[config.mk]
export PLATFORM = sky130hd
export DESIGN_NAME = axil_resp_gen
export DESIGN_NICKNAME = d
export VERILOG_FILES = /design/src/logic/i3c_dxt_pkg.sv /design/src/logic/axil_resp_gen.sv
export VERILOG_INCLUDE_DIRS = /design/src /design/src/logic
export SDC_FILE = /design/constraint.sdc
export NUM_CORES = 1
export LEC_CHECK = 0
export ABC_AREA = 1
export BUFFER_PORTS_ARGS = -buffer_cell sky130_fd_sc_hd__clkbuf_2
export CAP_MARGIN = 20
export CORE_MARGIN = 10
export CORE_UTILIZATION = 30
export DETAILED_ROUTE_END_ITERATION = 10
export PLACE_DENSITY = 0.68
export SETUP_SLACK_MARGIN = 0.5
export SLEW_MARGIN = 10
export SYNTH_ARGS = -nofsm -noshare
export SYNTH_HDL_FRONTEND = slang
export SYNTH_SLANG_ARGS = --single-unit
[constraint.sdc]
create_clock -name clk_i -period 0.8 [get_ports clk_i]
set_clock_uncertainty 0.05 [all_clocks]
set_input_delay 0.04 -clock clk_i [delete_from_list [all_inputs] [get_ports clk_i]]
set_output_delay 0.04 -clock clk_i [all_outputs]
set_load 0.01 [all_outputs]
[src/logic/i3c_dxt_defs.svh]
// Table depths, register window base addresses and AXI4-Lite address width
// for the DAT/DCT access subsystem
`ifndef I3C_DXT_DEFS_SVH
`define I3C_DXT_DEFS_SVH

// Device Address Table, 64-bit entries
`define DAT_DEPTH 128

// Device Context Table, 128-bit entries
`define DCT_DEPTH 128

// Byte base of the DAT window, 8 bytes per entry
`define DAT_BASE 'h400

// Byte base of the DCT window, 16 bytes per entry
`define DCT_BASE 'h800

// AXI4-Lite byte address width
`define AXIL_AW 12

`endif

[src/logic/i3c_dxt_pkg.sv]
// Entry, software request/response and memory port types for DAT/DCT access,
// plus the AXI response codes
package i3c_dxt_pkg;

  `include "i3c_dxt_defs.svh"

  // Index widths, the software index is wide enough for either table
  localparam int unsigned DatAw = $clog2(`DAT_DEPTH);
  localparam int unsigned DctAw = $clog2(`DCT_DEPTH);
  localparam int unsigned IdxW = (DatAw > DctAw) ? DatAw : DctAw;

  typedef logic [63:0] dat_entry_t;
  typedef logic [127:0] dct_entry_t;

  typedef enum logic {
    TBL_DAT = 1'b0,
    TBL_DCT = 1'b1
  } tbl_sel_e;

  // One software access, word selects a 32-bit slice of the entry
  typedef struct packed {
    logic valid;
    tbl_sel_e tbl;
    logic write;
    logic [IdxW-1:0] index;
    logic [1:0] word;
    logic [31:0] wdata;
  } csr_req_t;

  typedef struct packed {
    logic rd_ack;
    logic wr_ack;
    logic err;
    logic [31:0] rdata;
  } csr_rsp_t;

  typedef struct packed {
    logic req;
    logic write;
    logic [DatAw-1:0] addr;
    dat_entry_t wdata;
    dat_entry_t wmask;
  } dat_mem_req_t;

  typedef struct packed {
    logic req;
    logic write;
    logic [DctAw-1:0] addr;
    dct_entry_t wdata;
    dct_entry_t wmask;
  } dct_mem_req_t;

  typedef enum logic [1:0] {
    AXIL_OKAY = 2'b00,
    AXIL_SLVERR = 2'b10,
    AXIL_DECERR = 2'b11
  } axil_resp_e;

endpackage

[src/logic/axil_resp_gen.sv]
// AXI4-Lite B and R channel holding registers
`timescale 1ns/100ps

module axil_resp_gen (
  input  logic                    clk_i,
  input  logic                    rst_ni,
  input  i3c_dxt_pkg::csr_rsp_t   csr_rsp_i,
  input  logic                    dec_err_i,
  input  logic                    dec_err_wr_i,
  input  logic                    bready_i,
  input  logic                    rready_i,
  output logic                    bvalid_o,
  output i3c_dxt_pkg::axil_resp_e bresp_o,
  output logic                    rvalid_o,
  output logic [31:0]             rdata_o,
  output i3c_dxt_pkg::axil_resp_e rresp_o,
  output logic                    resp_done_o
);
  import i3c_dxt_pkg::*;

  logic b_load;
  logic r_load;

  assign b_load = csr_rsp_i.wr_ack | (dec_err_i & dec_err_wr_i);
  assign r_load = csr_rsp_i.rd_ack | (dec_err_i & ~dec_err_wr_i);

  always_ff @(posedge clk_i or negedge rst_ni) begin
    if (!rst_ni) begin
      bvalid_o <= 1'b0;
      rvalid_o <= 1'b0;
    end else begin
      if (b_load) begin
        bvalid_o <= 1'b1;
      end else if (bready_i) begin
        bvalid_o <= 1'b0;
      end
      if (r_load) begin
        rvalid_o <= 1'b1;
      end else if (rready_i) begin
        rvalid_o <= 1'b0;
      end
    end
  end

  // Beat contents, held until the handshake
  always_ff @(posedge clk_i) begin
    if (b_load) begin
      bresp_o <= dec_err_i ? AXIL_DECERR : (csr_rsp_i.err ? AXIL_SLVERR : AXIL_OKAY);
    end
    if (r_load) begin
      rresp_o <= dec_err_i ? AXIL_DECERR : AXIL_OKAY;
      rdata_o <= dec_err_i ? '0 : csr_rsp_i.rdata;
    end
  end

  assign resp_done_o = (bvalid_o & bready_i) | (rvalid_o & rready_i);

  // Only one transaction is ever outstanding
  a_one_beat: assert property (@(posedge clk_i) disable iff (!rst_ni)
    !(bvalid_o && rvalid_o));

endmodule

# [After elaboration in Yosys (flattened, before gate mapping)]
# Index checks and enable logic that the tools add are counted.
# W data, S select, Z words.
[op_classes] n_mux=6 bitwise_logic=8 n_reduce_logical=2
[ops] cell="$and A1 B1 Y1" count=4
[ops] cell="$mux W1" count=4
[ops] cell="$mux W2" count=2
[ops] cell="$reduce_bool A2 Y1" count=2
[ops] cell="$or A1 B1 Y1" count=3
[ops] cell="$not A1 Y1" count=1
[totals] regBits=38 in_bits=41 out_inout_bits=39 word_cells=21

# [Longest topological paths before layout]
[depth] depth_word=4 mapped_depth=3

# [Worst setup path before layout]
# No wires, ideal clock.
[synth_timing] path_type="input to register" from="in dec_err_i" to="reg rdata_o[0], enable pin" setup_ns=0.391 t_arrival_ns=0.933 path_slack_ns=-0.574 stages=3 n_path_buf=1 path_cell_list="buf_6 -> nand2_1 -> nand2_1"
[synth_between] elab_chain_cells=2
[synth_lines] element="from (decl)" line_no="axil_resp_gen.sv:8" source="input logic dec_err_i,"
[synth_lines] element="$and A1 B1 Y1" line_no="axil_resp_gen.sv:25" source="assign r_load = csr_rsp_i.rd_ack | (dec_err_i & ~dec_err_wr_i);"
[synth_lines] element="$or A1 B1 Y1" line_no="axil_resp_gen.sv:25"
[synth_lines] element="net r_load" line_no="axil_resp_gen.sv:22" source="logic r_load;"
[synth_lines] element="to (signal assigned)" line_no="axil_resp_gen.sv:52" source="rdata_o <= dec_err_i ? '0 : csr_rsp_i.rdata;"
[synth_lines] element="to (decl)" line_no="axil_resp_gen.sv:15" source="output logic [31:0] rdata_o,"
# The timed path passes the listed nets, and every way through them passes these cells.
# A chain may end at the register's enable or synchronous reset.

# [Worst setup path in the final report]
[layout_timing] from="reg rvalid_o" to="out resp_done_o"
[layout_between] elab_chain_cells=2
[layout_lines] element="from (decl)" line_no="axil_resp_gen.sv:14" source="output logic rvalid_o,"
[layout_lines] element="from (signal assigned)" line_no="axil_resp_gen.sv:30" source="rvalid_o <= 1'b0;"
[layout_lines] element="from (signal assigned)" line_no="axil_resp_gen.sv:38" source="rvalid_o <= 1'b1;"
[layout_lines] element="from (signal assigned)" line_no="axil_resp_gen.sv:40" source="rvalid_o <= 1'b0;"
[layout_lines] element="$and A1 B1 Y1" line_no="axil_resp_gen.sv:56" source="assign resp_done_o = (bvalid_o & bready_i) | (rvalid_o & rready_i);"
[layout_lines] element="$or A1 B1 Y1" line_no="axil_resp_gen.sv:56"
[layout_lines] element="to (decl)" line_no="axil_resp_gen.sv:17" source="output logic resp_done_o"
# Every way passes these cells.

==> results.py <==
metrics = {
    "clock_tree": {
        "clock-sinks": 37,
        "clock_path_buffers": 2,
        "path_clk_slew_ns": 0.07,
        "tritoncts": "yes",
        "cts-root-buf": "clkbuf_8",
        "clk-insertion-delay-late_ns": 0.28,
        "numCtsBuffers": 5,
        "htreeDepth": 2,
        "holdBufCountCts": 1,
    },
    "sta": {
        "relSlewSlack_pct": 87.27,
        "period_minus_slack_ns": 1.009,
        "hold_viol_final": 4,
        "rsz0062_at_grt": "yes",
        "drv_slew": 0,
        "fin_crit_sh_pct": 126.2,
        "whs_ns": -0.04077,
        "tightest_slew_ns": 0.1904,
        "fmax_mhz": 990.8,
        "setup_viol_count_final": 39,
        "timing.final.ws_setup_ns": -0.2092,
    },
    "job": {
        "drv_cap": 0,
    },
    "critical_path": {
        "timing.rr.end": "rvalid_o$_DFFE_PN0P_",
        "worstSetupEndpoint": "resp_done_o",
        "arrival_ns": 0.92,
        "crit_type": "flip-flop to output port",
        "cp-start-kind": "flip-flop",
        "cp_max_fo": 3,
        "cp-end-kind": "output port",
        "reg2reg_depth": 2,
        "critPathLaunch": "rvalid_o$_DFFE_PN0P_",
        "r2r-start": "rvalid_o$_DFFE_PN0P_",
        "r2r_setup_slack_ns": 0.08,
        "worstPathRequired_ns": 0.71,
    },
    "routing": {
        "vias": 1154,
        "drt-pass1-iter-count": 4,
        "wire_per_inst_um": 14.11,
        "drc_errors": 0,
        "ant_nets": 0,
        "wl_um": 4134,
        "dr.first_iter.drc_count": 13,
        "vias_per_cell": 3.939,
    },
    "synth": {
        "synth_area_um2": 1468,
        "yosysWarnings": 0,
        "synth_cell_types": 10,
        "postSynthAreaPerCell_um2": 11.93,
        "synth-seq-area-share_pct": 75.02,
        "ys_ff_latch": 37,
        "synthesis.instances": 123,
        "syn_nets": 164,
    },
    "grt": {
        "grt_pass1_wl_um": 6203,
        "use_met3_pct": 4.156,
        "grt_antenna_before_repair": 0,
        "met2_usage_pct": 16.53,
        "grt_pass1_vias": 1252,
        "busiest_layer": "met2",
        "met1_usage_pct": 9.935,
        "grt_use_total_pct": 9.675,
        "grt_overflow": 0,
        "grt_max_degree": 18,
    },
    "power_and_ir_drop": {
        "swShare_pct": 25.18,
        "p_total_uw": 4555,
        "p_seq_share_pct": 52.2,
        "power_switching_uw": 1147,
        "leakage_uw": 0.001236,
        "vdd_drop_max_mv": 0.8911,
        "clkPwrFrac_pct": 26.5,
        "combPwrFrac_pct": 21.3,
        "cellPowerDensity_nw_per_um2": 1713,
        "p_int_uw": 3409,
    },
    "run_status": {
        "violations": "negative hold slack, negative setup slack",
        "outcome": "complete, but fails checks",
    },
    "floorplanning": {
        "start_util_pct": 31.07,
        "die_h_um": 89.95,
        "ios": 80,
        "dieArea_um2": 8090,
        "die_w_um": 89.95,
        "num_rows": 25,
        "core-area_um2": 4723,
    },
    "layout": {
        "drive_above_1_share_pct": 62.83,
        "stdcell_area_um2": 2660,
        "syn2layout_area_growth_pct": 81.24,
        "nets": 266,
        "insertedDiodeCount": 0,
    },
    "placement": {
        "io_buffers": 79,
        "dp_hpwl_um": 2624,
        "dpl_cell_area_um2": 1963,
        "routabilityCongestion": 0.6496,
        "pre_cts_slack_ns": -0.1320,
    },
    "hold_path": {
        "min_path_type": "primary input to flip-flop",
    },
}
==> synthesized netlist by cell type <==
library cell   n  area share, %
nor2_1        30            7.7
or2_1          1           0.43
buf_4          1           0.51
nor2_2         2           0.85
edfxtp_1      35             72
inv_1         37            9.5
nand2_1        9            2.3
nand3_1        2           0.68
buf_6          4            3.1
dfrtp_1        2            3.4
==> power groups by stage <==
stage	sequential, uW	clock (uW)	combinational, uW
floorplan	2520	0	198
global placement	2420	0	608
detailed placement	2420	0	612
CTS	2380	1250	864
global route	2400	1350	1040
finish	2380	1210	968
==> kinds of logic (layout without fill, tap and decap cells) <==
family	count (synthesis)	in the layout	synth area share, %
flops	37	37	75.02
simple gates	44	48	11.94
buf+inv	42	141	13.04
==> routing by layer <==
metal,wire length (um),vias up,share of wire (%)
met2,2204,42,53
met3,291,6,7.0
met1,1570,525,38
li1,-,581,-
met5,0,-,0
met4,67,0,1.6
==> metrics by stage <==
stage | cells | utilization [%] | setup TNS, ns | hold slack [ns]
finish | 293 | 56.32 | -3.157 | -0.04077
global route | 293 | 56.32 | -4.694 | -0.03141
CTS | 289 | 52.16 | -3.632 | -0.07151
detailed placement | 268 | 41.56 | -6.765 | -0.2205
global placement | 268 | 41.56 | -5.571 | -0.2237
floorplan | 123 | - | 0 | -0.3056
==> what timing repair did <==
item	in CTS	in global routing
endpoints found under the hold margin	20	3
pin swaps	27	20
endpoints found under the setup margin	111	110
gates cloned	7	2
resized for setup	54	44
buffers inserted	5	2
==> how the worst min path moves through the flow <==
stage | startpoint | end | slack, ns | depth (start not counted)
final | csr_rsp_i[33] | bvalid_o$_DFFE_PN0P_ | -0.04 | 3
after global routing | csr_rsp_i[32] | bresp_o[1]$_SDFFCE_PP1P_ | -0.03 | 2
after CTS | csr_rsp_i[33] | bvalid_o$_DFFE_PN0P_ | -0.07 | 3
after detailed placement | rst_ni | rvalid_o$_DFFE_PN0P_ | -0.22 | 1
after global placement | rst_ni | rvalid_o$_DFFE_PN0P_ | -0.22 | 1
after floorplan | rst_ni | bvalid_o$_DFFE_PN0P_ | -0.31 | 0
==> critical path, cell delays in order, from the launching register on <==
cell,delay (ns)
dfrtp_1,0.40
nand2_1,0.08
nand2_2,0.04
clkbuf_2,0.12
==> layout by cell type (no fill, tap or decap), drive strengths merged <==
master / instances
nor2: 32
clkinvlp: 2
edfxtp: 35
inv: 35
nand3: 2
nand2: 13
dlygate4sd3: 1
dfrtp: 2
clkbuf: 81
buf: 22
or2: 1
==> state kept, by name, summed over array words and instances (netlist names) <==
name / cells
bresp_o: 2
bvalid_o: 1
rdata_o: 32
rresp_o: 1
rvalid_o: 1
==> layout make-up <==
class | instances | area [um2]
clock buffers | 8 | 80.08
well taps | 67 | 83.83
fillers | 423 | 2063
flip-flops and latches | 37 | 1101
inverters | 37 | 146.4
multi-input cells | 48 | 523.0
repair buffers | 96 | 725.7
No activity file was read; power rests on OpenSTA's default activity.
