--- config.mk ---
export PLATFORM = sky130hd
export DESIGN_NAME = axil_csr_decode
export DESIGN_NICKNAME = d
export VERILOG_FILES = /design/src/logic/i3c_dxt_pkg.sv /design/src/logic/axil_csr_decode.sv
export VERILOG_INCLUDE_DIRS = /design/src /design/src/logic
export SDC_FILE = /design/constraint.sdc
export NUM_CORES = 1
export LEC_CHECK = 0
export ABC_AREA = 0
export BUFFER_PORTS_ARGS = -buffer_cell sky130_fd_sc_hd__buf_2
export CAP_MARGIN = 25
export CORE_ASPECT_RATIO = 1.5
export CORE_UTILIZATION = 40
export DETAILED_ROUTE_END_ITERATION = 10
export PLACE_DENSITY = 0.74
export SLEW_MARGIN = 40
export SYNTH_ARGS = -nofsm -noshare
export SYNTH_HDL_FRONTEND = slang
export SYNTH_SLANG_ARGS = --single-unit
--- constraint.sdc ---
create_clock -name clk_i -period 2.1 [get_ports clk_i]
set_input_delay 0.105 -clock clk_i [delete_from_list [all_inputs] [get_ports clk_i]]
set_output_delay 0.105 -clock clk_i [all_outputs]
set_load 0.02 [all_outputs]
--- src/logic/i3c_dxt_defs.svh ---
// Table depths, register window base addresses and AXI4-Lite address width
// for the DAT/DCT access subsystem
`ifndef I3C_DXT_DEFS_SVH
`define I3C_DXT_DEFS_SVH

// Device Address Table, 64-bit entries
`define DAT_DEPTH 128

// Device Context Table, 128-bit entries
`define DCT_DEPTH 128

// Byte base of the DAT window, 8 bytes per entry
`define DAT_BASE 'h400

// Byte base of the DCT window, 16 bytes per entry
`define DCT_BASE 'h800

// AXI4-Lite byte address width
`define AXIL_AW 12

`endif

--- src/logic/i3c_dxt_pkg.sv ---
// Entry, software request/response and memory port types for DAT/DCT access,
// plus the AXI response codes
package i3c_dxt_pkg;

  `include "i3c_dxt_defs.svh"

  // Index widths, the software index is wide enough for either table
  localparam int unsigned DatAw = $clog2(`DAT_DEPTH);
  localparam int unsigned DctAw = $clog2(`DCT_DEPTH);
  localparam int unsigned IdxW = (DatAw > DctAw) ? DatAw : DctAw;

  typedef logic [63:0] dat_entry_t;
  typedef logic [127:0] dct_entry_t;

  typedef enum logic {
    TBL_DAT = 1'b0,
    TBL_DCT = 1'b1
  } tbl_sel_e;

  // One software access, word selects a 32-bit slice of the entry
  typedef struct packed {
    logic valid;
    tbl_sel_e tbl;
    logic write;
    logic [IdxW-1:0] index;
    logic [1:0] word;
    logic [31:0] wdata;
  } csr_req_t;

  typedef struct packed {
    logic rd_ack;
    logic wr_ack;
    logic err;
    logic [31:0] rdata;
  } csr_rsp_t;

  typedef struct packed {
    logic req;
    logic write;
    logic [DatAw-1:0] addr;
    dat_entry_t wdata;
    dat_entry_t wmask;
  } dat_mem_req_t;

  typedef struct packed {
    logic req;
    logic write;
    logic [DctAw-1:0] addr;
    dct_entry_t wdata;
    dct_entry_t wmask;
  } dct_mem_req_t;

  typedef enum logic [1:0] {
    AXIL_OKAY = 2'b00,
    AXIL_SLVERR = 2'b10,
    AXIL_DECERR = 2'b11
  } axil_resp_e;

endpackage

--- src/logic/axil_csr_decode.sv ---
// AXI4-Lite AW/W/AR acceptance and DAT/DCT window decode
`timescale 1ns/100ps
`include "i3c_dxt_defs.svh"

module axil_csr_decode (
  input  logic                  clk_i,
  input  logic                  rst_ni,
  input  logic                  awvalid_i,
  input  logic [`AXIL_AW-1:0]   awaddr_i,
  input  logic                  wvalid_i,
  input  logic [31:0]           wdata_i,
  input  logic                  arvalid_i,
  input  logic [`AXIL_AW-1:0]   araddr_i,
  output logic                  awready_o,
  output logic                  wready_o,
  output logic                  arready_o,
  input  logic                  resp_done_i,
  output i3c_dxt_pkg::csr_req_t csr_req_o,
  output logic                  dec_err_o,
  output logic                  dec_err_wr_o
);
  import i3c_dxt_pkg::*;

  localparam int unsigned DatLo = `DAT_BASE;
  localparam int unsigned DatHi = `DAT_BASE + 8 * `DAT_DEPTH;
  localparam int unsigned DctLo = `DCT_BASE;
  localparam int unsigned DctHi = `DCT_BASE + 16 * `DCT_DEPTH;

  logic busy_q;
  logic wr_go;
  logic rd_go;
  logic accept;
  logic dat_hit;
  logic dct_hit;
  logic [`AXIL_AW-1:0] addr;
  logic [`AXIL_AW-1:0] dat_off;
  logic [`AXIL_AW-1:0] dct_off;
  csr_req_t req_d;

  // AW and W are taken together and win over a same-cycle read
  assign wr_go = ~busy_q & awvalid_i & wvalid_i;
  assign rd_go = ~busy_q & arvalid_i & ~(awvalid_i & wvalid_i);
  assign accept = wr_go | rd_go;

  assign awready_o = wr_go;
  assign wready_o = wr_go;
  assign arready_o = rd_go;

  assign addr = wr_go ? awaddr_i : araddr_i;
  assign dat_hit = (32'(addr) >= DatLo) && (32'(addr) < DatHi);
  assign dct_hit = (32'(addr) >= DctLo) && (32'(addr) < DctHi);
  assign dat_off = addr - `AXIL_AW'(DatLo);
  assign dct_off = addr - `AXIL_AW'(DctLo);

  always_comb begin
    req_d = '0;
    req_d.valid = accept & (dat_hit | dct_hit);
    req_d.write = wr_go;
    req_d.wdata = wdata_i;
    if (dct_hit) begin
      // Bits 3:2 pick the quarter of a 16-byte entry
      req_d.tbl = TBL_DCT;
      req_d.index = IdxW'(dct_off[4 +: DctAw]);
      req_d.word = dct_off[3:2];
    end else begin
      // Bit 2 picks the half of an 8-byte entry
      req_d.tbl = TBL_DAT;
      req_d.index = IdxW'(dat_off[3 +: DatAw]);
      req_d.word = {1'b0, dat_off[2]};
    end
  end

  always_ff @(posedge clk_i or negedge rst_ni) begin
    if (!rst_ni) begin
      busy_q <= 1'b0;
      csr_req_o <= '0;
      dec_err_o <= 1'b0;
      dec_err_wr_o <= 1'b0;
    end else begin
      csr_req_o <= req_d;
      dec_err_o <= accept & ~(dat_hit | dct_hit);
      if (accept) begin
        busy_q <= 1'b1;
        dec_err_wr_o <= wr_go;
      end else if (resp_done_i) begin
        busy_q <= 1'b0;
      end
    end
  end

  // Completion only arrives for an open transaction
  a_done_while_busy: assert property (@(posedge clk_i) disable iff (!rst_ni)
    resp_done_i |-> busy_q);

endmodule

Word level (Yosys, flattened, before mapping)
Cells that the tools add are included.
{"block": "word_totals", "inputBits": 62, "output_inout_bits": 49, "regBits": 47, "elab_cells": 33}
{"block": "op_classes", "magnitude_cmp": 3, "addsub": 2, "n_reduce_logical": 2, "bitwise": 12, "mux": 5}
{"operator": "$ge 12x11->1 const B", "n": 1}
{"operator": "$ge 12x12->1 const B", "n": 1}
{"operator": "$lt 12x12->1 const B", "n": 1}
{"operator": "$mux 12", "n": 1}
{"operator": "$sub 11x1->11 const B", "n": 1}
{"operator": "$sub 10x1->10 const B", "n": 1}
{"operator": "$mux 9", "n": 1}
{"operator": "$and 1x1->1", "n": 7}
{"operator": "$mux 1", "n": 3}
{"operator": "$not 1->1", "n": 3}
{"operator": "$or 1x1->1", "n": 2}
{"operator": "$reduce_bool 2->1", "n": 1}
{"operator": "$logic_and 1x1->1", "n": 1}

Depth between registers and ports, before layout
{"block": "depth", "ltp_word": 9, "depth_mapped": 4, "depth_no_buf": 3}

Worst setup path before layout
OpenSTA, ideal clock, no wires.
{"block": "synth_timing", "kind": "reg2out", "start": "register busy_q", "end": "output wready_o", "required_time_ns": 1.995, "t_arrival_ns": 0.938, "stages_incl_launch_ff": 4, "n_path_buf": 1, "setup_slack_ns": 1.057, "path_cell_list": "dfrtp_1 nand3b_4 inv_1 buf_4"}
{"block": "synth_between", "elab_chain_cells": 3}
{"element": "start: declaration", "line": "axil_csr_decode.sv:29", "source": "logic busy_q;"}
{"element": "start signal: assignment", "line": "axil_csr_decode.sv:75", "source": "busy_q <= 1'b0;"}
{"element": "start signal: assignment", "line": "axil_csr_decode.sv:83", "source": "busy_q <= 1'b1;"}
{"element": "start signal: assignment", "line": "axil_csr_decode.sv:86", "source": "busy_q <= 1'b0;"}
{"element": "$not 1->1", "line": "axil_csr_decode.sv:41", "source": "assign wr_go = ~busy_q & awvalid_i & wvalid_i;"}
{"element": "$and 1x1->1 (2 in series)", "line": "axil_csr_decode.sv:41"}
{"element": "end: declaration", "line": "axil_csr_decode.sv:15", "source": "output logic wready_o,"}
Every way passes these cells.

Final worst setup path
Ends and elaborated chain as after synthesis.

==> impl_results.md <==
- Initial Utilization: 0.427
- Yosys cell types: 20
- Main area contributors after synthesis: dfrtp_1, a211oi_2, mux2i_1, a21oi_1, and2b_1
- Antenna Nets Post-Route: 0
- Cell Area, Synth: 1590 sq um
- Final net count: 303
- Mapped Cells: 98
- Routability Congestion: 0.684
- Reg area: 1180 sq um
- Worst Skew: 0.407 ps
- DIE AREA: 4230 sq um
- Status: finished, final reports clean
- Crit path from: busy_q
- Crit. End Element: output pin
- Async SR Flop Fraction: 1.00
- Sw Share: 0.258
- Clock H-tree levels: 2
- Clk sink count: 47
- Clock latency on the worst-skew pair: 290 ps
- Least-Margin Pin Slew: 681 ps
- TritonCTS Buffers: 5
- DR vias: 1298
- I/O Pins: 111
- Slew Limit Fails: 0
- RSZ-0062 raised after global routing: false
- Global-route wire length before repair: 5780 um
- Post-synth EDFFs: 0
- Buf/Inv on CP: 2
- Placed cell areas: 2140 sq um
- Synth Net Count: 160
- Synthesis-stage register bit count: 47
- Final Cell Area: 2580 sq um
- CTS tree: yes
- Worst-path fanout max: 24
- Psw: 500 uW
- Max stage delay on crit path: 400 ps
- GRT overflow: 0
- Clock Tree Buf Depth: 2
- Worst hold path type: input pin to flip-flop
- R2R Path End: csr_req_o[36]
- Initial antenna violation count: 0
- Worst reg2reg setup slack: 890 ps
- Worst vdd ir: 0.535 mV
- # Post-CTS Setup Buffers: 0
- Post-DP HPWL: 2600 um
- Req. time, crit path: 2000 ps
- Initial drt markers: 17
- Core ar.: 3720 sq um
- Worst slew margin: 0.546
- Fin crit share: 0.732
- Setup TNS: 0 ps
- Router iterations before antenna repair: 3
- Vias in the first global route: 1279
- Final Setup Violations: 0
- Crit-path cells: nand3b_4, inv_1, buf_2
- Crit path DAT: 1430 ps
- Final hold violation count: 0
- Crit Path Category: flip-flop to output pin
- # fillers: 297
- Routed WL per cell: 12.9 um
- Internal Power: 1.44 mW
- CP endpoint: wready_o
- Total Power: 1.94 mW
- Largest net degree at the start of global routing: 33
- Largest delay contributor family on the critical path: flip-flops
- Largest area contributor in the netlist: dfrtp_1
- Clock power frac: 0.292
- Top cell type's share of synthesized area: 0.741
- Total track usage: 0.193
- Worst-path clk slew: 80 ps
- Origin of the worst min-delay path: araddr_i[10]
- Count leader, synth: dfrtp_1
- CP Launch Type: flip-flop
- Die width: 53.4 um
- Drt total wl: 3670 um
- Critical-path top delay cell: dfrtp_1
- Mean Syn Cell Area: 16.2 sq um
- Area of the multi-input gates: 364 sq um
- Main synth FF type: dfrtp_1
- MaxCap Viol Count: 0
- Ys Warns: 0
- Static leakage: 1.34 nW
- P per Cell Area: 753 nW/um^2
- Combinational share of power: 0.196
- WP depth: 3
- Area grow syn2layout: 62.6%
- Register area share after synthesis: 0.741
- Hold path cells: 2
- Vias per cell: 4.55
- Antenna diode count: 0
- Post-synth top cells: dfrtp_1, a21oi_1, a211oi_2, mux2i_1, and2b_1
- Share of layout cells above drive strength 1: 0.517
- Die height: 79.1 um
- Reg power frac: 0.511
- Reg-to-reg startpoint: busy_q
- Crit path time final: 1540 ps
- CTS root buf: clkbuf_8
- Buffers on Ports: 106
- Worst r2r path cells: 3
- DRC violations left: 0
- Site Rows: 27
- F_max: 650 MHz
[power groups by stage]
stage	registers, mW	clock network (mW)	logic [mW]
2_1_floorplan	1.10	0	0.0936
3_5_place_dp	1.01	0	0.337
4_1_cts	0.992	0.591	0.387
5_1_grt	1.00	0.635	0.415
3_3_place_gp	1.01	0	0.332
6_report	0.993	0.567	0.382
[metal layers]
metal | global-route usage | up-vias | wire (um)
li1 | - | 620 | -
met1 | 0.201 | 605 | 1250
met2 | 0.334 | 67 | 2050
met3 | 0.0651 | 6 | 320
met4 | 0.0868 | 0 | 53
met5 | 0 | - | 0
[layout by cell type, fill, tap and decap left out, types with 2 or more instances in the layout]
master and n:
dfrtp_1 47, nand2b_1 2, clkbuf_8 7, o21ai_0 2, and2b_1 4, mux2_2 2, mux2i_1 7, a211oi_2 7
dlygate4sd3_1 34, buf_2 106, nor2b_1 3, a21oi_1 8, nand2_1 3, inv_1 2
[per-stage QoR]
step           setup WS, ps  utilization  instances  hold slack, ps
6_report                563        0.694        285            38.1
5_1_grt                 432        0.694        285            28.8
4_1_cts                 544        0.694        285            29.5
3_5_place_dp            874        0.576        243             188
3_3_place_gp            889        0.576        243             184
2_1_floorplan          1060            -         98            -191
[area by class of cell]
cell class,instances,area share
Multi-Input combinational cell,44,0.141
Tap cell,43,0.0209
Clock buffer,8,0.0388
Inverter,2,0.00291
Timing Repair Buffer,141,0.340
Sequential cell,47,0.456
[worst reg2reg max path, cell delays in order (launching register included)]
cell	delay, ps
dfrtp_1	400
nand3b_4	340
a211oi_2	280
a21oi_1	70
[worst min path at each step]
stage                          to  slack, ps
floorplan                  busy_q       -190
finish                  dec_err_o         40
CTS                     dec_err_o         30
global placement    csr_req_o[29]        180
detailed placement  csr_req_o[29]        190
global route            dec_err_o         30
[what timing repair did]
item / 4_1_cts / 5_1_grt
setup endpoints to repair: 0 / 0
resized for setup: 0 / 0
hold buffers: 34 / 0
hold endpoints to repair: 64 / 0
[cell families (layout without fill, tap and decap cells)]
family,after synthesis,after routing,share of synthesized area
AND/OR/NAND/NOR,15,15,0.0639
buffers and inverters,7,151,0.0292
multiplexers,9,9,0.0584
flip-flops,47,47,0.741
AO/OA/AOI/OAI,20,20,0.107
[sequential cells by signal, indices dropped and copies added (netlist names)]
signal / count
dec_err_o: 1
busy_q: 1
csr_req_o: 44
dec_err_wr_o: 1
Note: power is estimated with default switching activity, not from simulation.
