[src/logic/i3c_dxt_defs.svh]
// Table depths, register window base addresses and AXI4-Lite address width
// for the DAT/DCT access subsystem
`ifndef I3C_DXT_DEFS_SVH
`define I3C_DXT_DEFS_SVH

// Device Address Table, 64-bit entries
`define DAT_DEPTH 128

// Device Context Table, 128-bit entries
`define DCT_DEPTH 128

// Byte base of the DAT window, 8 bytes per entry
`define DAT_BASE 'h400

// Byte base of the DCT window, 16 bytes per entry
`define DCT_BASE 'h800

// AXI4-Lite byte address width
`define AXIL_AW 12

`endif

[src/logic/i3c_dxt_pkg.sv]
// Entry, software request/response and memory port types for DAT/DCT access,
// plus the AXI response codes
package i3c_dxt_pkg;

  `include "i3c_dxt_defs.svh"

  // Index widths, the software index is wide enough for either table
  localparam int unsigned DatAw = $clog2(`DAT_DEPTH);
  localparam int unsigned DctAw = $clog2(`DCT_DEPTH);
  localparam int unsigned IdxW = (DatAw > DctAw) ? DatAw : DctAw;

  typedef logic [63:0] dat_entry_t;
  typedef logic [127:0] dct_entry_t;

  typedef enum logic {
    TBL_DAT = 1'b0,
    TBL_DCT = 1'b1
  } tbl_sel_e;

  // One software access, word selects a 32-bit slice of the entry
  typedef struct packed {
    logic valid;
    tbl_sel_e tbl;
    logic write;
    logic [IdxW-1:0] index;
    logic [1:0] word;
    logic [31:0] wdata;
  } csr_req_t;

  typedef struct packed {
    logic rd_ack;
    logic wr_ack;
    logic err;
    logic [31:0] rdata;
  } csr_rsp_t;

  typedef struct packed {
    logic req;
    logic write;
    logic [DatAw-1:0] addr;
    dat_entry_t wdata;
    dat_entry_t wmask;
  } dat_mem_req_t;

  typedef struct packed {
    logic req;
    logic write;
    logic [DctAw-1:0] addr;
    dct_entry_t wdata;
    dct_entry_t wmask;
  } dct_mem_req_t;

  typedef enum logic [1:0] {
    AXIL_OKAY = 2'b00,
    AXIL_SLVERR = 2'b10,
    AXIL_DECERR = 2'b11
  } axil_resp_e;

endpackage

[src/logic/dxt.sv]
// DAT/DCT access arbiter with controller priority, software request parking,
// write mask generation and 32-bit word selection
`timescale 1ns/100ps

module dxt (
  input  logic                                 clk_i,
  input  logic                                 rst_ni,
  input  i3c_dxt_pkg::csr_req_t                csr_req_i,
  output i3c_dxt_pkg::csr_rsp_t                csr_rsp_o,
  input  logic                                 dat_rd_valid_i,
  input  logic [i3c_dxt_pkg::DatAw-1:0]        dat_index_i,
  output i3c_dxt_pkg::dat_entry_t              dat_rdata_o,
  input  logic                                 dct_rd_valid_i,
  input  logic                                 dct_wr_valid_i,
  input  logic [i3c_dxt_pkg::DctAw-1:0]        dct_index_i,
  input  i3c_dxt_pkg::dct_entry_t              dct_wdata_i,
  output i3c_dxt_pkg::dct_entry_t              dct_rdata_o,
  output i3c_dxt_pkg::dat_mem_req_t            dat_mem_o,
  input  i3c_dxt_pkg::dat_entry_t              dat_mem_i,
  output i3c_dxt_pkg::dct_mem_req_t            dct_mem_o,
  input  i3c_dxt_pkg::dct_entry_t              dct_mem_i
);
  import i3c_dxt_pkg::*;

  // Software access in flight while the RAM read completes
  typedef struct packed {
    logic valid;
    tbl_sel_e tbl;
    logic write;
    logic [1:0] word;
  } sw_stage_t;

  csr_req_t park_q;
  csr_req_t sw_req;
  sw_stage_t s1_q;
  logic collide;
  logic sw_go;
  logic [31:0] word_sel;

  // A parked request is replayed ahead of anything new
  assign sw_req = park_q.valid ? park_q : csr_req_i;

  // Controller owns the table port whenever it touches that table
  assign collide = sw_req.valid &&
                   (((sw_req.tbl == TBL_DAT) && dat_rd_valid_i) ||
                    ((sw_req.tbl == TBL_DCT) && (dct_rd_valid_i || dct_wr_valid_i)));
  assign sw_go = sw_req.valid & ~collide;

  always_ff @(posedge clk_i or negedge rst_ni) begin
    if (!rst_ni) begin
      park_q <= '0;
    end else if (collide) begin
      park_q <= sw_req;
    end else begin
      park_q.valid <= 1'b0;
    end
  end

  always_comb begin
    dat_mem_o = '0;
    if (dat_rd_valid_i) begin
      dat_mem_o.req = 1'b1;
      dat_mem_o.addr = dat_index_i;
    end else if (sw_go && (sw_req.tbl == TBL_DAT)) begin
      dat_mem_o.req = 1'b1;
      dat_mem_o.write = sw_req.write;
      dat_mem_o.addr = sw_req.index[DatAw-1:0];
      // Shift data and mask into the selected half
      dat_mem_o.wdata = dat_entry_t'(sw_req.wdata) << {sw_req.word[0], 5'd0};
      dat_mem_o.wmask = dat_entry_t'(32'hffff_ffff) << {sw_req.word[0], 5'd0};
    end
  end

  always_comb begin
    dct_mem_o = '0;
    if (dct_rd_valid_i || dct_wr_valid_i) begin
      dct_mem_o.req = 1'b1;
      dct_mem_o.write = dct_wr_valid_i;
      dct_mem_o.addr = dct_index_i;
      dct_mem_o.wdata = dct_wdata_i;
      dct_mem_o.wmask = '1;
    end else if (sw_go && (sw_req.tbl == TBL_DCT) && !sw_req.write) begin
      // Software writes to the DCT are dropped here
      dct_mem_o.req = 1'b1;
      dct_mem_o.addr = sw_req.index[DctAw-1:0];
    end
  end

  assign dat_rdata_o = dat_mem_i;
  assign dct_rdata_o = dct_mem_i;

  always_ff @(posedge clk_i or negedge rst_ni) begin
    if (!rst_ni) begin
      s1_q <= '0;
    end else begin
      s1_q.valid <= sw_go;
      s1_q.tbl <= sw_req.tbl;
      s1_q.write <= sw_req.write;
      s1_q.word <= sw_req.word;
    end
  end

  assign word_sel = (s1_q.tbl == TBL_DAT) ? dat_mem_i[{s1_q.word[0], 5'd0} +: 32]
                                          : dct_mem_i[{s1_q.word, 5'd0} +: 32];

  always_ff @(posedge clk_i or negedge rst_ni) begin
    if (!rst_ni) begin
      csr_rsp_o <= '0;
    end else begin
      csr_rsp_o.rd_ack <= s1_q.valid & ~s1_q.write;
      csr_rsp_o.wr_ack <= s1_q.valid & s1_q.write;
      csr_rsp_o.err <= s1_q.valid & s1_q.write & (s1_q.tbl == TBL_DCT);
      csr_rsp_o.rdata <= (s1_q.valid && !s1_q.write) ? word_sel : '0;
    end
  end

  // Decode holds off new requests until the parked one has completed
  a_no_req_while_parked: assert property (@(posedge clk_i) disable iff (!rst_ni)
    park_q.valid |-> !csr_req_i.valid);

endmodule

[config.mk]
export PLATFORM = sky130hd
export DESIGN_NAME = dxt
export DESIGN_NICKNAME = d
export VERILOG_FILES = /design/src/logic/i3c_dxt_pkg.sv /design/src/logic/dxt.sv
export VERILOG_INCLUDE_DIRS = /design/src /design/src/logic
export SDC_FILE = /design/constraint.sdc
export NUM_CORES = 1
export LEC_CHECK = 0
export BUFFER_PORTS_ARGS = -buffer_cell sky130_fd_sc_hd__buf_4
export CORE_AREA = 10 10 386 388
export CTS_CLUSTER_SIZE = 10
export DETAILED_ROUTE_END_ITERATION = 10
export DIE_AREA = 0 0 396 398
export SETUP_SLACK_MARGIN = 0.4
export SLEW_MARGIN = 20
export SYNTH_ARGS = -nofsm -noshare
export SYNTH_HDL_FRONTEND = slang
export SYNTH_SLANG_ARGS = --single-unit
[constraint.sdc]
create_clock -name clk_i -period 16.2 [get_ports clk_i]
set_input_delay 4.86 -clock clk_i [delete_from_list [all_inputs] [get_ports clk_i]]
set_output_delay 4.86 -clock clk_i [all_outputs]
set_load 0.05 [all_outputs]
==> Yosys cells after proc, flatten, opt, wreduce, memory -nomap -nowiden <==
Index checks and enable logic that the tools add are counted.
{ "word_totals": {"register_bits": 84, "output_inout_bits": 629, "wordCells": 51, "inputBits": 383} }
{ "classes": {"muxes": 15, "shift": 4, "n_bitwise": 7, "reduce_logical": 11} }
{ "ops": {"columns": ["cell", "n"], "rows": [
  ["$mux W256", 1],
  ["$mux W137", 1],
  ["$mux W128", 1],
  ["$shiftx A128 B8 Y32", 1],
  ["$mux W32", 2],
  ["$shiftx A64 B7 Y32", 1],
  ["$shl A32 B6 Y64", 1],
  ["$shl A32 B6 Y64 const A", 1],
  ["$mux W44", 1],
  ["$mux W7", 3],
  ["$logic_and A1 B1 Y1", 7],
  ["$mux W1", 6],
  ["$and A1 B1 Y1", 4],
  ["$not A1 Y1", 3],
  ["$logic_not A1 Y1", 2],
  ["$logic_or A1 B1 Y1", 2]
]} }

==> Logic depth before layout (Yosys ltp) <==
{ "depth": {"word_depth": 11, "depth_mapped": 7, "ltp_nobuf": 4} }

==> Least setup slack after synthesis <==
Ideal clock, no wire load.
{ "synth_path": {"kind": "input -> output", "from": "in dct_wr_valid_i", "to": "out dct_mem_o[253] in the netlist's numbering", "n_path_buf": 2, "arrival_time_ps": 9236, "required_time_ps": 11340, "path_slack_ps": 2104, "path_stages": 5, "path_cell_list": "nor2_1 -> inv_1 -> clkbuf_1 -> clkbuf_1 -> and2_1"} }
{ "synth_rtl": {"columns": ["element", "line", "rtl"], "rows": [
  ["start: declaration", "dxt.sv:14", "input logic dct_wr_valid_i,"],
  ["end: declaration", "dxt.sv:20", "output i3c_dxt_pkg::dct_mem_req_t dct_mem_o,"]
]} }

==> impl_metrics.py <==
metrics = {
    "status": {
        "outcome": "complete, no violations",
    },
    "pwr": {
        "power.combinational.fraction": 0.688,
        "ir_drop_v": 0.0000725,
        "cell_internal_pwr_mw": 0.874,
        "cellLeakagePower_nw": 7.76,
        "power_density_nw_per_um2": 127,
        "p_switching_mw": 1.20,
        "pwr-share-seq": 0.196,
        "p_sw_frac": 0.578,
        "p_clk_frac": 0.116,
    },
    "drt": {
        "avgRoutedWirePerCell_um": 25.6,
        "final_antenna_net_count": 0,
        "drc": 0,
        "drt-pass1-iter-count": 7,
        "route.detailed.vias_per_inst": 2.66,
        "num_vias": 9376,
        "total_wire_length_um": 90400,
        "drt_iter0_drc": 569,
    },
    "timing": {
        "unrepaired_setup_endpoints_after_global_routing": "no",
        "final_setup_viols": 0,
        "setup_slack_ns": 3.70,
        "setup_tns_ns": 0,
        "tightestPinTransition_ns": 1.07,
        "clock-skew-final_ns": 0.0348,
        "maxClockFrequency_mhz": 80.0,
        "fin_crit_sh": 0.772,
        "report.final.slew_viol_count": 0,
        "slew-limit-headroom": 0.280,
        "final.min_clock_period_ns": 12.50,
        "finalHoldViolCount": 0,
    },
    "clock_network": {
        "post_cts.resized_instances": 0,
        "worst_skew_pair.late_latency_ns": 0.44,
        "clock_path_buffers": 2,
        "cts_inserted_buffers": 9,
        "cts_tree": "done",
        "clock_edge_transition_at_the_registers_on_the_reported_setup_and_hold_paths_ns": 0.06,
        "cts_htree_levels": 3,
        "cts_root_buffer": "sky130_fd_sc_hd__clkbuf_16",
        "postCtsSetupRepairBufs": 0,
        "tritoncts_num_sinks": 84,
        "hold_buffers": 0,
    },
    "worst_setup_path": {
        "cp-start-kind": "input pin",
        "crit_path_cell_trace": "buf_4 > nor2_1 > inv_8 > buf_4 > o31ai_1 > buf_4",
        "critPathKind": "in -> out",
        "reg2reg_setup_slack_ns": 13.30,
        "cpMaxStageDelayCell": "sky130_fd_sc_hd__o31ai_1",
        "setup.worst_path.end_class": "output port",
        "cpLargestDelayFamily": "buffers and inverters",
        "r2r_start": "s1_q[0]",
        "critical_path.max_fanout": 103,
        "critPathRequiredTime_ns": 11.34,
        "timing.critical_path.from": "dct_wr_valid_i",
        "reg2regPathDepth": 4,
        "timing.rr.end": "csr_rsp_o[25]",
        "crit_path_buf_inv_count": 4,
        "critPathMostFrequentCell": "sky130_fd_sc_hd__buf_4",
        "max_stage_delay_ns": 1.00,
        "arrival_ns": 7.64,
    },
    "floorplan": {
        "pin_count": 1012,
        "chipHeight_um": 398,
        "dieArea_um2": 158000,
        "placementRows": 138,
        "chipWidth_um": 396,
        "initial_core_util": 0.0641,
        "floorplan.core_area_um2": 141000,
    },
    "logic_synthesis": {
        "netlist_area_um2": 9040,
        "synth_area_per_cell_um2": 8.89,
        "synth_sequential_area_ratio": 0.232,
        "synth-seq-cells": 84,
        "post_synth_num_cell_types": 30,
        "post_synthesis_net_count": 1400,
        "synthCells": 1017,
        "ys_warn_count": 0,
    },
    "grt": {
        "grt_first_pass_wirelength_um": 110000,
        "number_of_global_route_vias_before_repair": 9650,
        "grt_antenna_before_repair": 52,
        "globalRouteTotalUtil": 0.108,
        "largest_net_degree_at_the_start_of_global_routing": 104,
        "grt-ovfl-total": 0,
    },
    "placement": {
        "place_ws_ns": 3.70,
        "post-dp-hpwl_um": 81600,
        "port-buffer-count": 1011,
        "place_congestion": 0.988,
    },
    "worst_hold_path": {
        "whs_path_depth": 1,
        "worstHoldEndpoint": "park_q[30]",
        "min-delay-start": "park_q[30]",
        "min-delay-path-class": "reg -> reg",
    },
    "layout": {
        "most_frequent_standard_cell_in_the_layout_excluding_fill_and_tap_cells": "sky130_fd_sc_hd__buf_4",
        "layout_cell_share_with_drive_strength_beyond_1": 0.707,
        "area_growth_pct": 80.6,
        "mostFrequentLayoutCells": "sky130_fd_sc_hd__buf_4, sky130_fd_sc_hd__and2_1, sky130_fd_sc_hd__dfrtp_1",
        "finalNetCount": 2000,
    },
    "job": {
        "maxCapViolCount": 0,
    },
}
==> power groups by stage <==
stage / sequential, mW / clock [mW] / combinational (mW)
finish: 0.406 / 0.241 / 1.43
detailed placement: 0.417 / 0 / 1.44
CTS: 0.413 / 0.269 / 1.45
floorplan: 0.387 / 0 / 0.994
global placement: 0.413 / 0 / 1.44
global route: 0.422 / 0.270 / 1.50
==> cell families after synthesis <==
family,share of synthesized area
muxes,0.216
and+or+nand+nor,0.164
DFF,0.232
buffers and inverters,0.351
AOI/OAI and AO/OA,0.0371
==> worst max-delay path by stage <==
stage,to,slack [ns],cells after the start
final,dct_mem_o[257],3.70,6
after global routing,dct_mem_o[257],3.55,6
after floorplan,dct_mem_o[253],2.10,5
after CTS,dat_mem_o[62],3.68,7
after detailed placement,dat_mem_o[62],3.70,7
after global placement,dat_mem_o[59],3.69,7
==> final cells by class <==
type | count | area [um2]
fillers | 16200 | 125000
well taps | 1890 | 2360
diodes | 15 | 37.5
clock inverters | 5 | 42.5
inverters | 10 | 45.0
flip-flops and latches | 84 | 2110
repair buffers | 1024 | 7690
multi-input cells | 488 | 3790
clock buffers | 11 | 243
==> state kept, by name (all words and copies together) (netlist names) <==
register,cells
s1_q,5
csr_rsp_o,35
park_q,44
==> layer usage <==
layer,track usage,vias to the layer above,part of all wire
li1,-,4155,-
met1,0.132,4469,0.41
met2,0.162,641,0.44
met3,0.0617,71,0.13
met4,0.0249,40,0.014
met5,0,-,0.0028
==> Yosys cell counts <==
library cell / n / area [um2]
sky130_fd_sc_hd__mux2i_1: 74 / 741
sky130_fd_sc_hd__a2111oi_4: 1 / 27.5
sky130_fd_sc_hd__and2_1: 129 / 807
sky130_fd_sc_hd__mux4_2: 32 / 721
sky130_fd_sc_hd__o211ai_1: 2 / 15.0
sky130_fd_sc_hd__or2_2: 32 / 200
sky130_fd_sc_hd__mux2_2: 34 / 383
sky130_fd_sc_hd__a21boi_0: 1 / 7.51
sky130_fd_sc_hd__and3_1: 1 / 6.26
sky130_fd_sc_hd__inv_1: 10 / 37.5
sky130_fd_sc_hd__mux2_1: 10 / 113
sky130_fd_sc_hd__buf_4: 388 / 2910
sky130_fd_sc_hd__nor3b_1: 1 / 7.51
sky130_fd_sc_hd__buf_2: 5 / 25.0
sky130_fd_sc_hd__a21oi_1: 33 / 165
sky130_fd_sc_hd__nand2_1: 47 / 176
sky130_fd_sc_hd__a31oi_1: 1 / 6.26
sky130_fd_sc_hd__nor2_1: 66 / 248
sky130_fd_sc_hd__or3_1: 1 / 6.26
sky130_fd_sc_hd__nand2b_1: 1 / 6.26
sky130_fd_sc_hd__o21ai_1: 1 / 5.00
sky130_fd_sc_hd__nor4bb_1: 1 / 10.0
sky130_fd_sc_hd__buf_1: 5 / 18.8
sky130_fd_sc_hd__dfrtp_1: 84 / 2100
sky130_fd_sc_hd__clkbuf_1: 32 / 120
sky130_fd_sc_hd__buf_6: 5 / 56.3
sky130_fd_sc_hd__o31ai_1: 7 / 52.6
sky130_fd_sc_hd__nor2b_1: 2 / 12.5
sky130_fd_sc_hd__o21ai_0: 10 / 50.1
sky130_fd_sc_hd__o22ai_1: 1 / 6.26
==> through the flow <==
step	util	std cells	area, um2	total power [mW]	hold slack [ns]
final	0.116	3527	16300	2.07	0.489
after global routing	0.116	3513	16300	2.19	0.506
after CTS	0.116	3512	16300	2.13	0.493
after detailed placement	0.113	3496	16000	1.86	0.477
after global placement	0.113	3496	16000	1.85	0.467
after floorplan	-	1017	9040	1.38	0.458
Power figures use the tool's default switching activity.
